`src/common/fads_consts.svh`:
```
// FADS register map, reset defaults and classification bit positions
// shared by the register block and the droplet evaluator
`ifndef FADS_CONSTS_SVH
`define FADS_CONSTS_SVH

// decoded part of the bus address
`define FADS_ADDR_BITS          20

// configuration registers
`define FADS_ADDR_MIN_INT       20'h00000
`define FADS_ADDR_LOW_INT       20'h00004
`define FADS_ADDR_HIGH_INT      20'h00008
`define FADS_ADDR_MIN_WIDTH     20'h00010
`define FADS_ADDR_LOW_WIDTH     20'h00014
`define FADS_ADDR_HIGH_WIDTH    20'h00018
`define FADS_ADDR_SORT_DELAY    20'h00024
`define FADS_ADDR_SORT_DUR      20'h00028

// event counters
`define FADS_ADDR_LOW_INT_CNT   20'h00100
`define FADS_ADDR_HIGH_INT_CNT  20'h00104
`define FADS_ADDR_SHORT_CNT     20'h00108
`define FADS_ADDR_LONG_CNT      20'h0010C
`define FADS_ADDR_POS_CNT       20'h00110
`define FADS_ADDR_NEG_CNT       20'h00114

// last droplet record
`define FADS_ADDR_DROPLET_ID    20'h00200
`define FADS_ADDR_LAST_PEAK     20'h00204
`define FADS_ADDR_LAST_WIDTH    20'h00208
`define FADS_ADDR_CLASS         20'h0020C

// reset defaults, intensities in ADC counts
`define FADS_DEF_MIN_INT        (-14'sd250)
`define FADS_DEF_LOW_INT        (-14'sd240)
`define FADS_DEF_HIGH_INT       (14'sd500)
`define FADS_DEF_MIN_WIDTH      32'd1
`define FADS_DEF_LOW_WIDTH      32'd4
`define FADS_DEF_HIGH_WIDTH     32'd1000
// 250 us and 1 ms at 125 MHz
`define FADS_DEF_SORT_DELAY     32'd31250
`define FADS_DEF_SORT_DUR       32'd125000

// classification byte, bit 6 stays zero
`define CLS_LOW_INT             0
`define CLS_POS_INT             1
`define CLS_HIGH_INT            2
`define CLS_SHORT               3
`define CLS_POS_WIDTH           4
`define CLS_LONG                5
`define CLS_POS_DROP            7

`endif

```
`src/common/fads_pkg.sv`:
```
// FADS shared types
// samples, widths, counters, window classes, droplet record, config and status
package fads_pkg;

    // signed fast ADC sample
    typedef logic signed [13:0] adc_sample_t;

    // droplet width in clock cycles
    typedef logic [31:0] width_t;

    typedef logic [31:0] count_t;

    // position of a value relative to min / low / high thresholds
    typedef enum logic [1:0] {
        WIN_BELOW,
        WIN_LOW,
        WIN_PASS,
        WIN_HIGH
    } win_class_t;

    typedef struct packed {
        adc_sample_t peak;
        width_t      width;
    } droplet_t;

    // host configuration
    typedef struct packed {
        adc_sample_t min_int;
        adc_sample_t low_int;
        adc_sample_t high_int;
        width_t      min_width;
        width_t      low_width;
        width_t      high_width;
        count_t      sort_delay;
        count_t      sort_duration;
    } fads_cfg_t;

    // counters and last droplet, read back by the host
    typedef struct packed {
        count_t      low_int_cnt;
        count_t      high_int_cnt;
        count_t      short_cnt;
        count_t      long_cnt;
        count_t      positive_cnt;
        count_t      negative_cnt;
        count_t      droplet_id;
        droplet_t    last;
        logic [7:0]  classification;
    } fads_stat_t;

endpackage

```
`src/droplet/window_classify.sv`:
```
// three-threshold window classifier
// same compare chain for signed peak and unsigned width via a type parameter
module window_classify #(
    parameter type value_t = logic [31:0]
) (
    input  value_t               value_i,
    input  value_t               min_i,
    input  value_t               low_i,
    input  value_t               high_i,
    output fads_pkg::win_class_t class_o
);
    import fads_pkg::*;

    // compares follow the signedness of value_t
    always_comb begin
        if (value_i < min_i) begin
            class_o = WIN_BELOW;
        end else if (value_i < low_i) begin
            class_o = WIN_LOW;
        end else if (value_i < high_i) begin
            class_o = WIN_PASS;
        end else begin
            class_o = WIN_HIGH;
        end
    end

endmodule

```
`src/droplet/droplet_measure.sv`:
```
// droplet detector
// tracks peak and width while the signal stays at or above min intensity,
// emits the record one cycle after the first sample below it
module droplet_measure (
    input  logic                  adc_clk_i,
    input  logic                  fads_reset,
    input  fads_pkg::adc_sample_t adc_a_i,
    input  fads_pkg::fads_cfg_t   cfg_i,
    output fads_pkg::droplet_t    drop_o,
    output logic                  drop_valid_o
);
    import fads_pkg::*;

    typedef enum logic {S_IDLE, S_DROP} state_t;

    state_t      state;
    adc_sample_t min_int;
    adc_sample_t peak;
    width_t      width;
    logic        above;

    // local copy keeps the compare signed
    assign min_int = cfg_i.min_int;
    assign above   = (adc_a_i >= min_int);

    // control
    always_ff @(posedge adc_clk_i) begin
        if (fads_reset) begin
            state        <= S_IDLE;
            drop_valid_o <= 1'b0;
        end else begin
            drop_valid_o <= 1'b0;
            case (state)
                S_IDLE: if (above) state <= S_DROP;
                S_DROP: begin
                    if (!above) begin
                        state        <= S_IDLE;
                        drop_valid_o <= 1'b1;
                    end
                end
                default: state <= S_IDLE;
            endcase
        end
    end

    // running peak and width, first sample seeds both
    always_ff @(posedge adc_clk_i) begin
        if (state == S_IDLE && above) begin
            peak  <= adc_a_i;
            width <= 32'd1;
        end else if (state == S_DROP && above) begin
            width <= width + 32'd1;
            if (adc_a_i > peak) peak <= adc_a_i;
        end
        // finished record
        if (state == S_DROP && !above) begin
            drop_o.peak  <= peak;
            drop_o.width <= width;
        end
    end

    // at least one idle cycle between records
    single_valid: assert property (@(posedge adc_clk_i) disable iff (fads_reset)
        drop_valid_o |=> !drop_valid_o);

endmodule

```
`src/droplet/droplet_eval.sv`:
```
// droplet evaluator
// classifies each finished droplet, keeps counters and the last record,
// requests a sort pulse for positive droplets
`include "fads_consts.svh"

module droplet_eval (
    input  logic                 adc_clk_i,
    input  logic                 fads_reset,
    input  fads_pkg::droplet_t   drop_i,
    input  logic                 drop_valid_i,
    input  fads_pkg::fads_cfg_t  cfg_i,
    input  logic                 sort_ack_i,
    output logic                 sort_req_o,
    output fads_pkg::fads_stat_t stat_o
);
    import fads_pkg::*;

    win_class_t int_cls;
    win_class_t width_cls;
    logic [7:0] cls_byte;
    logic       counted;
    logic       positive;

    window_classify #(.value_t(adc_sample_t)) int_cls_i (
        .value_i (drop_i.peak),
        .min_i   (cfg_i.min_int),
        .low_i   (cfg_i.low_int),
        .high_i  (cfg_i.high_int),
        .class_o (int_cls)
    );

    window_classify #(.value_t(width_t)) width_cls_i (
        .value_i (drop_i.width),
        .min_i   (cfg_i.min_width),
        .low_i   (cfg_i.low_width),
        .high_i  (cfg_i.high_width),
        .class_o (width_cls)
    );

    // too narrow means noise, not a droplet
    assign counted  = drop_valid_i && (width_cls != WIN_BELOW);
    assign positive = (int_cls == WIN_PASS) && (width_cls == WIN_PASS);

    always_comb begin
        cls_byte                 = 8'd0;
        cls_byte[`CLS_LOW_INT]   = (int_cls == WIN_LOW);
        cls_byte[`CLS_POS_INT]   = (int_cls == WIN_PASS);
        cls_byte[`CLS_HIGH_INT]  = (int_cls == WIN_HIGH);
        cls_byte[`CLS_SHORT]     = (width_cls == WIN_LOW);
        cls_byte[`CLS_POS_WIDTH] = (width_cls == WIN_PASS);
        cls_byte[`CLS_LONG]      = (width_cls == WIN_HIGH);
        cls_byte[`CLS_POS_DROP]  = positive;
    end

    always_ff @(posedge adc_clk_i) begin
        if (fads_reset) begin
            stat_o     <= '0;
            sort_req_o <= 1'b0;
        end else begin
            // second phase of the handshake
            if (sort_ack_i) sort_req_o <= 1'b0;
            if (counted) begin
                stat_o.droplet_id     <= stat_o.droplet_id + 32'd1;
                stat_o.last           <= drop_i;
                stat_o.classification <= cls_byte;
                if (int_cls == WIN_LOW)    stat_o.low_int_cnt  <= stat_o.low_int_cnt + 32'd1;
                if (int_cls == WIN_HIGH)   stat_o.high_int_cnt <= stat_o.high_int_cnt + 32'd1;
                if (width_cls == WIN_LOW)  stat_o.short_cnt    <= stat_o.short_cnt + 32'd1;
                if (width_cls == WIN_HIGH) stat_o.long_cnt     <= stat_o.long_cnt + 32'd1;
                if (positive) begin
                    stat_o.positive_cnt <= stat_o.positive_cnt + 32'd1;
                    // timer busy or request pending, droplet goes unsorted
                    if (!sort_req_o && !sort_ack_i) sort_req_o <= 1'b1;
                end else begin
                    stat_o.negative_cnt <= stat_o.negative_cnt + 32'd1;
                end
            end
        end
    end

    // request held until the timer answers
    req_held: assert property (@(posedge adc_clk_i) disable iff (fads_reset)
        (sort_req_o && !sort_ack_i) |=> sort_req_o);

endmodule

```
`src/sort_timer.sv`:
```
// sort trigger timer
// takes a request while idle, waits sort_delay cycles,
// then drives the trigger for sort_duration cycles
module sort_timer (
    input  logic                adc_clk_i,
    input  logic                fads_reset,
    input  fads_pkg::fads_cfg_t cfg_i,
    input  logic                sort_req_i,
    output logic                sort_ack_o,
    output logic                sort_trig_o
);
    import fads_pkg::*;

    typedef enum logic [1:0] {S_IDLE, S_DELAY, S_TRIG} state_t;

    state_t state;
    // remaining cycles of the current phase, zero acts as one
    count_t cnt;

    always_ff @(posedge adc_clk_i) begin
        if (fads_reset) begin
            state       <= S_IDLE;
            cnt         <= '0;
            sort_ack_o  <= 1'b0;
            sort_trig_o <= 1'b0;
        end else begin
            case (state)
                S_IDLE: begin
                    // ack stays up through the pulse, released once req is gone
                    if (sort_ack_o) begin
                        if (!sort_req_i) sort_ack_o <= 1'b0;
                    end else if (sort_req_i) begin
                        sort_ack_o <= 1'b1;
                        cnt        <= cfg_i.sort_delay;
                        state      <= S_DELAY;
                    end
                end
                S_DELAY: begin
                    if (cnt <= 32'd1) begin
                        cnt         <= cfg_i.sort_duration;
                        sort_trig_o <= 1'b1;
                        state       <= S_TRIG;
                    end else begin
                        cnt <= cnt - 32'd1;
                    end
                end
                S_TRIG: begin
                    if (cnt <= 32'd1) begin
                        sort_trig_o <= 1'b0;
                        state       <= S_IDLE;
                    end else begin
                        cnt <= cnt - 32'd1;
                    end
                end
                default: state <= S_IDLE;
            endcase
        end
    end

    // no stray pulse outside a sort cycle
    trig_idle_low: assert property (@(posedge adc_clk_i) disable iff (fads_reset)
        (state == S_IDLE) |-> !sort_trig_o);

endmodule

```
`src/fads_regs.sv`:
```
// FADS register block
// decodes host writes into the configuration, muxes config and status
// into registered read data, acks one cycle after each enable
`include "fads_consts.svh"

module fads_regs (
    input  logic                 adc_clk_i,
    input  logic                 fads_reset,
    input  logic [31:0]          sys_addr_i,
    input  logic [31:0]          sys_wdata_i,
    input  logic                 sys_wen_i,
    input  logic                 sys_ren_i,
    output logic [31:0]          sys_rdata_o,
    output logic                 sys_ack_o,
    input  fads_pkg::fads_stat_t stat_i,
    output fads_pkg::fads_cfg_t  cfg_o
);
    import fads_pkg::*;

    localparam int SW = $bits(adc_sample_t);

    logic [`FADS_ADDR_BITS-1:0] addr;
    logic                       sys_en;
    logic [31:0]                rd_mux;

    // intensities go out sign-extended
    function automatic logic [31:0] sext(input adc_sample_t v);
        return {{(32 - SW){v[SW-1]}}, v};
    endfunction

    assign addr   = sys_addr_i[`FADS_ADDR_BITS-1:0];
    assign sys_en = sys_wen_i | sys_ren_i;

    // config writes
    always_ff @(posedge adc_clk_i) begin
        if (fads_reset) begin
            cfg_o.min_int       <= `FADS_DEF_MIN_INT;
            cfg_o.low_int       <= `FADS_DEF_LOW_INT;
            cfg_o.high_int      <= `FADS_DEF_HIGH_INT;
            cfg_o.min_width     <= `FADS_DEF_MIN_WIDTH;
            cfg_o.low_width     <= `FADS_DEF_LOW_WIDTH;
            cfg_o.high_width    <= `FADS_DEF_HIGH_WIDTH;
            cfg_o.sort_delay    <= `FADS_DEF_SORT_DELAY;
            cfg_o.sort_duration <= `FADS_DEF_SORT_DUR;
        end else if (sys_wen_i) begin
            case (addr)
                `FADS_ADDR_MIN_INT:    cfg_o.min_int       <= sys_wdata_i[SW-1:0];
                `FADS_ADDR_LOW_INT:    cfg_o.low_int       <= sys_wdata_i[SW-1:0];
                `FADS_ADDR_HIGH_INT:   cfg_o.high_int      <= sys_wdata_i[SW-1:0];
                `FADS_ADDR_MIN_WIDTH:  cfg_o.min_width     <= sys_wdata_i;
                `FADS_ADDR_LOW_WIDTH:  cfg_o.low_width     <= sys_wdata_i;
                `FADS_ADDR_HIGH_WIDTH: cfg_o.high_width    <= sys_wdata_i;
                `FADS_ADDR_SORT_DELAY: cfg_o.sort_delay    <= sys_wdata_i;
                `FADS_ADDR_SORT_DUR:   cfg_o.sort_duration <= sys_wdata_i;
                default: ;
            endcase
        end
    end

    // read mux, unmapped addresses give 0
    always_comb begin
        case (addr)
            `FADS_ADDR_MIN_INT:      rd_mux = sext(cfg_o.min_int);
            `FADS_ADDR_LOW_INT:      rd_mux = sext(cfg_o.low_int);
            `FADS_ADDR_HIGH_INT:     rd_mux = sext(cfg_o.high_int);
            `FADS_ADDR_MIN_WIDTH:    rd_mux = cfg_o.min_width;
            `FADS_ADDR_LOW_WIDTH:    rd_mux = cfg_o.low_width;
            `FADS_ADDR_HIGH_WIDTH:   rd_mux = cfg_o.high_width;
            `FADS_ADDR_SORT_DELAY:   rd_mux = cfg_o.sort_delay;
            `FADS_ADDR_SORT_DUR:     rd_mux = cfg_o.sort_duration;
            `FADS_ADDR_LOW_INT_CNT:  rd_mux = stat_i.low_int_cnt;
            `FADS_ADDR_HIGH_INT_CNT: rd_mux = stat_i.high_int_cnt;
            `FADS_ADDR_SHORT_CNT:    rd_mux = stat_i.short_cnt;
            `FADS_ADDR_LONG_CNT:     rd_mux = stat_i.long_cnt;
            `FADS_ADDR_POS_CNT:      rd_mux = stat_i.positive_cnt;
            `FADS_ADDR_NEG_CNT:      rd_mux = stat_i.negative_cnt;
            `FADS_ADDR_DROPLET_ID:   rd_mux = stat_i.droplet_id;
            `FADS_ADDR_LAST_PEAK:    rd_mux = sext(stat_i.last.peak);
            `FADS_ADDR_LAST_WIDTH:   rd_mux = stat_i.last.width;
            `FADS_ADDR_CLASS:        rd_mux = {24'd0, stat_i.classification};
            default:                 rd_mux = 32'd0;
        endcase
    end

    // data captured on the enable cycle
    always_ff @(posedge adc_clk_i) begin
        if (sys_en) begin
            sys_rdata_o <= rd_mux;
        end
    end

    always_ff @(posedge adc_clk_i) begin
        if (fads_reset) begin
            sys_ack_o <= 1'b0;
        end else begin
            sys_ack_o <= sys_en;
        end
    end

    // every ack answers an access of the cycle before
    ack_after_en: assert property (@(posedge adc_clk_i) disable iff (fads_reset)
        sys_ack_o |-> $past(sys_wen_i || sys_ren_i));

endmodule

```
`src/fads_top.sv`:
```
// FADS top level
// one detector channel: measure droplets, classify them, fire the sort trigger
module fads_top (
    input  logic                  adc_clk_i,
    input  logic                  fads_reset,
    input  fads_pkg::adc_sample_t adc_a_i,
    input  logic [31:0]           sys_addr_i,
    input  logic [31:0]           sys_wdata_i,
    input  logic                  sys_wen_i,
    input  logic                  sys_ren_i,
    output logic [31:0]           sys_rdata_o,
    output logic                  sys_ack_o,
    output logic                  sort_trig_o
);
    import fads_pkg::*;

    fads_cfg_t  cfg;
    fads_stat_t stat;
    droplet_t   drop;
    logic       drop_valid;
    // four-phase link between evaluator and timer
    logic       sort_req;
    logic       sort_ack;

    fads_regs fads_regs_i (
        .adc_clk_i   (adc_clk_i),
        .fads_reset  (fads_reset),
        .sys_addr_i  (sys_addr_i),
        .sys_wdata_i (sys_wdata_i),
        .sys_wen_i   (sys_wen_i),
        .sys_ren_i   (sys_ren_i),
        .sys_rdata_o (sys_rdata_o),
        .sys_ack_o   (sys_ack_o),
        .stat_i      (stat),
        .cfg_o       (cfg)
    );

    droplet_measure droplet_measure_i (
        .adc_clk_i    (adc_clk_i),
        .fads_reset   (fads_reset),
        .adc_a_i      (adc_a_i),
        .cfg_i        (cfg),
        .drop_o       (drop),
        .drop_valid_o (drop_valid)
    );

    droplet_eval droplet_eval_i (
        .adc_clk_i    (adc_clk_i),
        .fads_reset   (fads_reset),
        .drop_i       (drop),
        .drop_valid_i (drop_valid),
        .cfg_i        (cfg),
        .sort_ack_i   (sort_ack),
        .sort_req_o   (sort_req),
        .stat_o       (stat)
    );

    sort_timer sort_timer_i (
        .adc_clk_i   (adc_clk_i),
        .fads_reset  (fads_reset),
        .cfg_i       (cfg),
        .sort_req_i  (sort_req),
        .sort_ack_o  (sort_ack),
        .sort_trig_o (sort_trig_o)
    );

endmodule

```
`config.mk`:
```
export PLATFORM = sky130hd
export DESIGN_NAME = fads_top
export DESIGN_NICKNAME = d
export VERILOG_FILES = /design/src/common/fads_pkg.sv /design/src/droplet/window_classify.sv /design/src/droplet/droplet_measure.sv /design/src/droplet/droplet_eval.sv /design/src/sort_timer.sv /design/src/fads_regs.sv /design/src/fads_top.sv
export VERILOG_INCLUDE_DIRS = /design/src /design/src/common
export SDC_FILE = /design/constraint.sdc
export NUM_CORES = 2
export LEC_CHECK = 0
export ABC_CLOCK_PERIOD_IN_PS = 5600
export BUFFER_PORTS_ARGS = -buffer_cell sky130_fd_sc_hd__buf_2
export CAP_MARGIN = 20
export CELL_PAD_IN_SITES_DETAIL_PLACEMENT = 1
export CELL_PAD_IN_SITES_GLOBAL_PLACEMENT = 2
export CORE_UTILIZATION = 40
export CTS_BUF_LIST = sky130_fd_sc_hd__clkbuf_8
export DETAILED_ROUTE_END_ITERATION = 12
export PLACE_DENSITY_LB_ADDON = 0.1
export SLEW_MARGIN = 20
export SYNTH_ARGS = -nofsm -noshare
export SYNTH_HDL_FRONTEND = slang
export SYNTH_HIERARCHICAL = 1
export SYNTH_SLANG_ARGS = --single-unit
```
`constraint.sdc`:
```
create_clock -name adc_clk_i -period 5.6 [get_ports adc_clk_i]
set_input_delay 0.56 -clock adc_clk_i [delete_from_list [all_inputs] [get_ports adc_clk_i]]
set_output_delay 0.56 -clock adc_clk_i [all_outputs]
set_load 0.05 [all_outputs]
```
# Yosys cells after proc, flatten, opt, wreduce, memory -nomap -nowiden
# Index checks and enable logic that the tools add are counted.
# word_totals
reg_bits,643
inputBits,82
out_inout_bits,34
wordCells,147
# op_classes
n_addsub,9
n_lt_le_gt_ge,9
n_eq_ne,30
n_mux,30
bitwise_logic,3
n_reduce_logical,35
# op_table
cell,n
$pmux W32 S18,1
$add A32 B1 Y32 const B,8
$mux W32,4
$eq A20 B9 Y1 const B,6
$lt A32 B32 Y1,3
$pmux W32 S3,1
$eq A20 B10 Y1 const B,4
$eq A20 B5 Y1 const B,3
$lt A14 B14 Y1,3
$mux W14,3
$eq A20 B6 Y1 const B,2
$le A32 B1 Y1 const B,1
$sub A32 B1 Y32 const B,1
$reduce_and A2 Y1,15
$eq A20 B3 Y1 const B,1
$eq A20 B4 Y1 const B,1
$logic_not A20 Y1,1
$mux W2,8
$ge A14 B14 Y1,1
$gt A14 B14 Y1,1
$mux W1,11
$eq A2 B2 Y1 const B,5
$reduce_and A4 Y1,2
$reduce_bool A2 Y1,4
13 further kinds,26

# Depth between registers and ports, before layout
# logic_depth
ltp_word,8
ltp_mapped,16
depth_no_buf,13

# Hierarchy
# Netlist, hierarchy kept.
# modules_own_cells
mod,instances,cells_each,area_per_inst_um2,seq_area_each_um2
fads_regs,1,1514,12050.3,5024.8
droplet_eval,1,1453,12019.0,5565.3
droplet_measure,1,375,4361.7,2482.4
sort_timer,1,337,2581.2,720.7
window_classify (droplet_eval_i.width_cls_i),1,322,2326.0,0.0
window_classify (droplet_eval_i.int_cls_i),1,140,1018.5,0.0

# Worst setup path after synthesis
# No wires, ideal clock.
# synth_path
path_kind,input-to-reg
startpoint,input adc_a_i[0]
endpoint,register droplet_measure_i/drop_o[0] in the netlist's numbering (enable)
setup_time_ps,466
arrival_ps,4013
t_required_ps,5134
setup_slack_ps,1122
stages,7
path_buffers,0
path_cell_list,inv_1 > ha_1 > nand2b_1 > a21oi_1 > o221ai_2 > a221o_2 > a21oi_1
# synth_between
elab_chain_cells,3
# synth_rtl
item,line_no,rtl
"start, declared",fads_top.sv:6,"input fads_pkg::adc_sample_t adc_a_i,"
$ge A14 B14 Y1,droplet_measure.sv:24,assign above = (adc_a_i >= min_int);
$logic_not A1 Y1,n/a,
$logic_and A1 B1 Y1,droplet_measure.sv:56,if (state == S_DROP && !above) begin
"end, declared",droplet_measure.sv:9,"output fads_pkg::droplet_t drop_o,"
# Every way passes these cells.
# A chain may end at the register's enable or synchronous reset.

# Worst setup path after layout
# layout_path
startpoint,register droplet_measure_i/drop_o[14] in the netlist's numbering
endpoint,register droplet_eval_i/stat_o[212] in the netlist's numbering
# layout_between
elab_chain_cells,7
elab_cells_between_ends,10
classes_between,order compare: 3; eq/ne: 1; mux: 3; reduce/logical: 3
# layout_rtl
item,line_no,rtl
$lt A32 B32 Y1,window_classify.sv:20,end else if (value_i < high_i) begin
$mux W1,window_classify.sv:20,
$mux W2,window_classify.sv:18,end else if (value_i < low_i) begin
$mux W2 (*),window_classify.sv:16,if (value_i < min_i) begin
net droplet_eval_i.width_cls[0],droplet_eval.sv:19,win_class_t width_cls;
$reduce_bool A2 Y1,droplet_eval.sv:41,assign counted = drop_valid_i && (width_cls != WIN_BELOW);
$logic_and A1 B1 Y1,droplet_eval.sv:41,
$reduce_and A2 Y1 (no source line) (*),n/a,
"end, declared",droplet_eval.sv:14,output fads_pkg::fads_stat_t stat_o
# The timed path passes the listed nets; every way through them passes the cells marked *.

==> results_dict.tcl <==
set metrics [dict create \
    worstPathArrival_ns 5.80 \
    period_needed_ns 5.09 \
    final_common_cell "nand2_1" \
    synthCells 4141 \
    syn-cell-area_sq_um 34400 \
    crit_required_ns 6.31 \
    nNetsFinal 4480 \
    ys_top_cells_by_area "dfxtp_1, edfxtp_1, nand2_1" \
    clockBufferDepth 3 \
    synth_edf_count 92 \
    grt_pass1_wl_mm 226 \
    r2r_setup_slack_ns 0.51 \
    postRouteWirelength_mm 157 \
    setup_tns_ns 0 \
    placed_cell_area_sq_um 36100 \
    drt_first_iter_violations 3404 \
    p_leak_nw 14.0 \
    antenna_found_initial 14 \
    cp_max_fo 11 \
    r2r_cells 12 \
    synthesis.nets 4398 \
    slew_violations 0 \
    viasPerCell 6.09 \
    async_reset_ff_share_pct 0 \
    path_class "flip-flop to flip-flop" \
    finalCritPeriodShare_pct 90.8 \
    status "finished clean" \
    vdd_drop_max_mv 0.267 \
    portBuffers 103 \
    power_mw 11.3 \
    fin_util_pct 45.4 \
    hold_viol_final 0 \
    area_growth_pct 12.6 \
    grt_overflow 0 \
    grt_util_met1_pct 49.8 \
    htreeDepth 3 \
    hold_class "input pin to flip-flop" \
    grt_use_met2_pct 54.7 \
    num_vias 33400 \
    cts_tree "yes" \
    fp.dieArea_sq_um 87100 \
    grt_start_max_net_pins 122 \
    antenna_left 0 \
    gp_congestion 0.992 \
    synth.avg_cell_area_sq_um 8.30 \
    layout-drive-gt1-share_pct 11.1 \
    cts_buffers 120 \
    die_h_microns 295 \
    start_util_pct 40.4 \
    cp-start-kind "flip-flop" \
    stdcell_area_sq_um 38700 \
    ys_types 96 \
    final_cell_mix "nand2_1, dfxtp_1, a21oi_1, nor2_1, inv_1" \
    clockRootBuffer "clkbuf_8" \
    yosys_warnings 6 \
    p_per_area_nw_per_um2 291 \
    drv_cap 0 \
    yosys.area.top_type "dfxtp_1" \
    yosysSeqAreaShare_pct 40.1 \
    grt_pass1_vias 32100 \
    coreArea_sq_um 85100 \
    holdPathStages 1 \
    post-dp-hpwl_mm 118 \
    wire_per_inst_microns 28.6 \
    setup_violations 0 \
    row_count 107 \
    drc 0 \
    dr.pass1.iters 8 \
    synth-seq-cells 643 \
    use_met3_pct 6.99 \
    post_cts.repair.setup_buffers 0 \
    slew_headroom_pct 17.0 \
    rsz0062_at_grt "false" \
    cts.sinks 643 \
    yosysTopAreaCellShare_pct 32.1 \
    worst_pin_slew_ns 1.23 \
    finalClockSkew_ns 0.0518 \
    ys.flop_type "dfxtp_1" \
    fmax_ghz 0.197 \
    die_w_microns 295 \
    pin_count 116 \
    clkTransAtPathRegs_ns 0.06 \
    clk_latency_ns 0.80 \
    busiest_layer "met2" \
    track_usage_pct 35.7 \
    endpoint_kind "flip-flop" \
]
[critical path, stage by stage, from the launching register on]
cell	delay [ns]
edfxtp_1	0.47
ha_1	0.38
nand4_2	0.15
or3_1	0.15
a221oi_1	0.07
or4b_1	0.61
a2111o_1	0.44
a31oi_2	0.74
nand4b_1	0.47
nor3_2	0.54
nand3_1	0.36
or4_1	0.49
a21oi_1	0.14
[cell type report]
type                            instances  area, sq um
Antenna cell                           10         25.0
Clock buffer                          153         2110
Clock inverter                         71          327
Fill cell                           10300        46500
Inverter                              205          769
Multi-Input combinational cell       3042        18800
Sequential cell                       643        13800
Tap cell                             1144         1430
Timing Repair Buffer                  211         1420
[routing by layer]
metal	share of wire (%)	routed length [microns]	up-vias
li1	-	-	15000
met1	45	70000	16700
met2	44	68700	1403
met3	8.0	12600	294
met4	3.6	5590	4
met5	0.017	26	-
[what timing repair did]
action                                 CTS  global route
endpoints found under the hold margin   13             0
setup endpoints to repair                0             0
resized for setup                        0             0
hold buffers                            13             0
[kinds of logic after synthesis]
family | after synthesis | synth area share, %
AO/OA/AOI/OAI | 881 | 16.6
XOR/XNOR | 185 | 4.72
adder cells (fa/ha/maj) | 175 | 6.37
buffers and inverters | 456 | 5.56
flip-flops | 643 | 40.1
multiplexers | 43 | 1.33
other | 1 | 0.0109
AND/OR/NAND/NOR | 1757 | 25.3
[worst paths after layout]
path,to,startpoint
max,droplet_eval_i/stat_o[212],droplet_measure_i/drop_o[14]
min,droplet_measure_i/peak[9],adc_a_i[9]
max reg2reg,droplet_eval_i/stat_o[212],droplet_measure_i/drop_o[14]
min reg2reg,droplet_measure_i/drop_o[41],droplet_measure_i/peak[9]
[where the power goes]
| group | total, mW | internal, mW | switching [mW] |
|---|---|---|---|
| Sequential | 4.84 | 4.76 | 0.0883 |
| Combinational | 1.79 | 0.611 | 1.17 |
| Clock | 4.64 | 2.48 | 2.16 |
| Total | 11.3 | 7.85 | 3.42 |
[Yosys cell counts, types with 14 or more instances]
master / number
a211oi_1: 16
a31oi_1: 20
nand2b_1: 19
nor3_1: 83
xnor2_1: 94
or4_1: 18
ha_1: 175
nand3_1: 142
xor2_1: 91
nand3b_1: 49
a222oi_1: 20
buf_4: 16
a32oi_1: 27
a221oi_1: 38
or3_1: 54
nand4_1: 107
a311oi_1: 17
a22oi_1: 74
o31ai_1: 29
buf_2: 68
mux2i_1: 22
mux2_2: 20
and3_1: 65
a21o_1: 24
a21oi_1: 344
o21ai_1: 18
and2_1: 14
o211ai_1: 14
dfxtp_1: 551
inv_1: 203
o21ai_0: 138
nor2b_1: 22
nor4_1: 76
a22o_1: 17
and4_1: 36
nor2_1: 274
edfxtp_1: 92
clkbuf_1: 156
nand2_1: 727
[registers in the layout (all words and copies together), names as in the netlist]
register and cells:
droplet_eval_i/sort_req_o 1, droplet_eval_i/stat_o 277, droplet_measure_i/drop_o 46, droplet_measure_i/drop_valid_o 1, droplet_measure_i/peak 14, droplet_measure_i/state 1
droplet_measure_i/width 32, fads_regs_i/cfg_o 202, fads_regs_i/sys_ack_o 1, fads_regs_i/sys_rdata_o 32, sort_timer_i/cnt 32, sort_timer_i/sort_ack_o 1
sort_timer_i/sort_trig_o 1, sort_timer_i/state 2
[per-stage QoR]
| step | hold slack [ns] | setup slack [ns] | instances |
|---|---|---|---|
| after floorplan | 0.416 | 1.12 | 4141 |
| after global placement | 0.434 | 0.622 | 5232 |
| after detailed placement | 0.440 | 0.513 | 5232 |
| after CTS | 0.00211 | 0.530 | 5469 |
| after global routing | -0.00197 | 0.353 | 5473 |
| final | 0.0624 | 0.513 | 5479 |
Note: power is estimated with default switching activity, not from simulation.
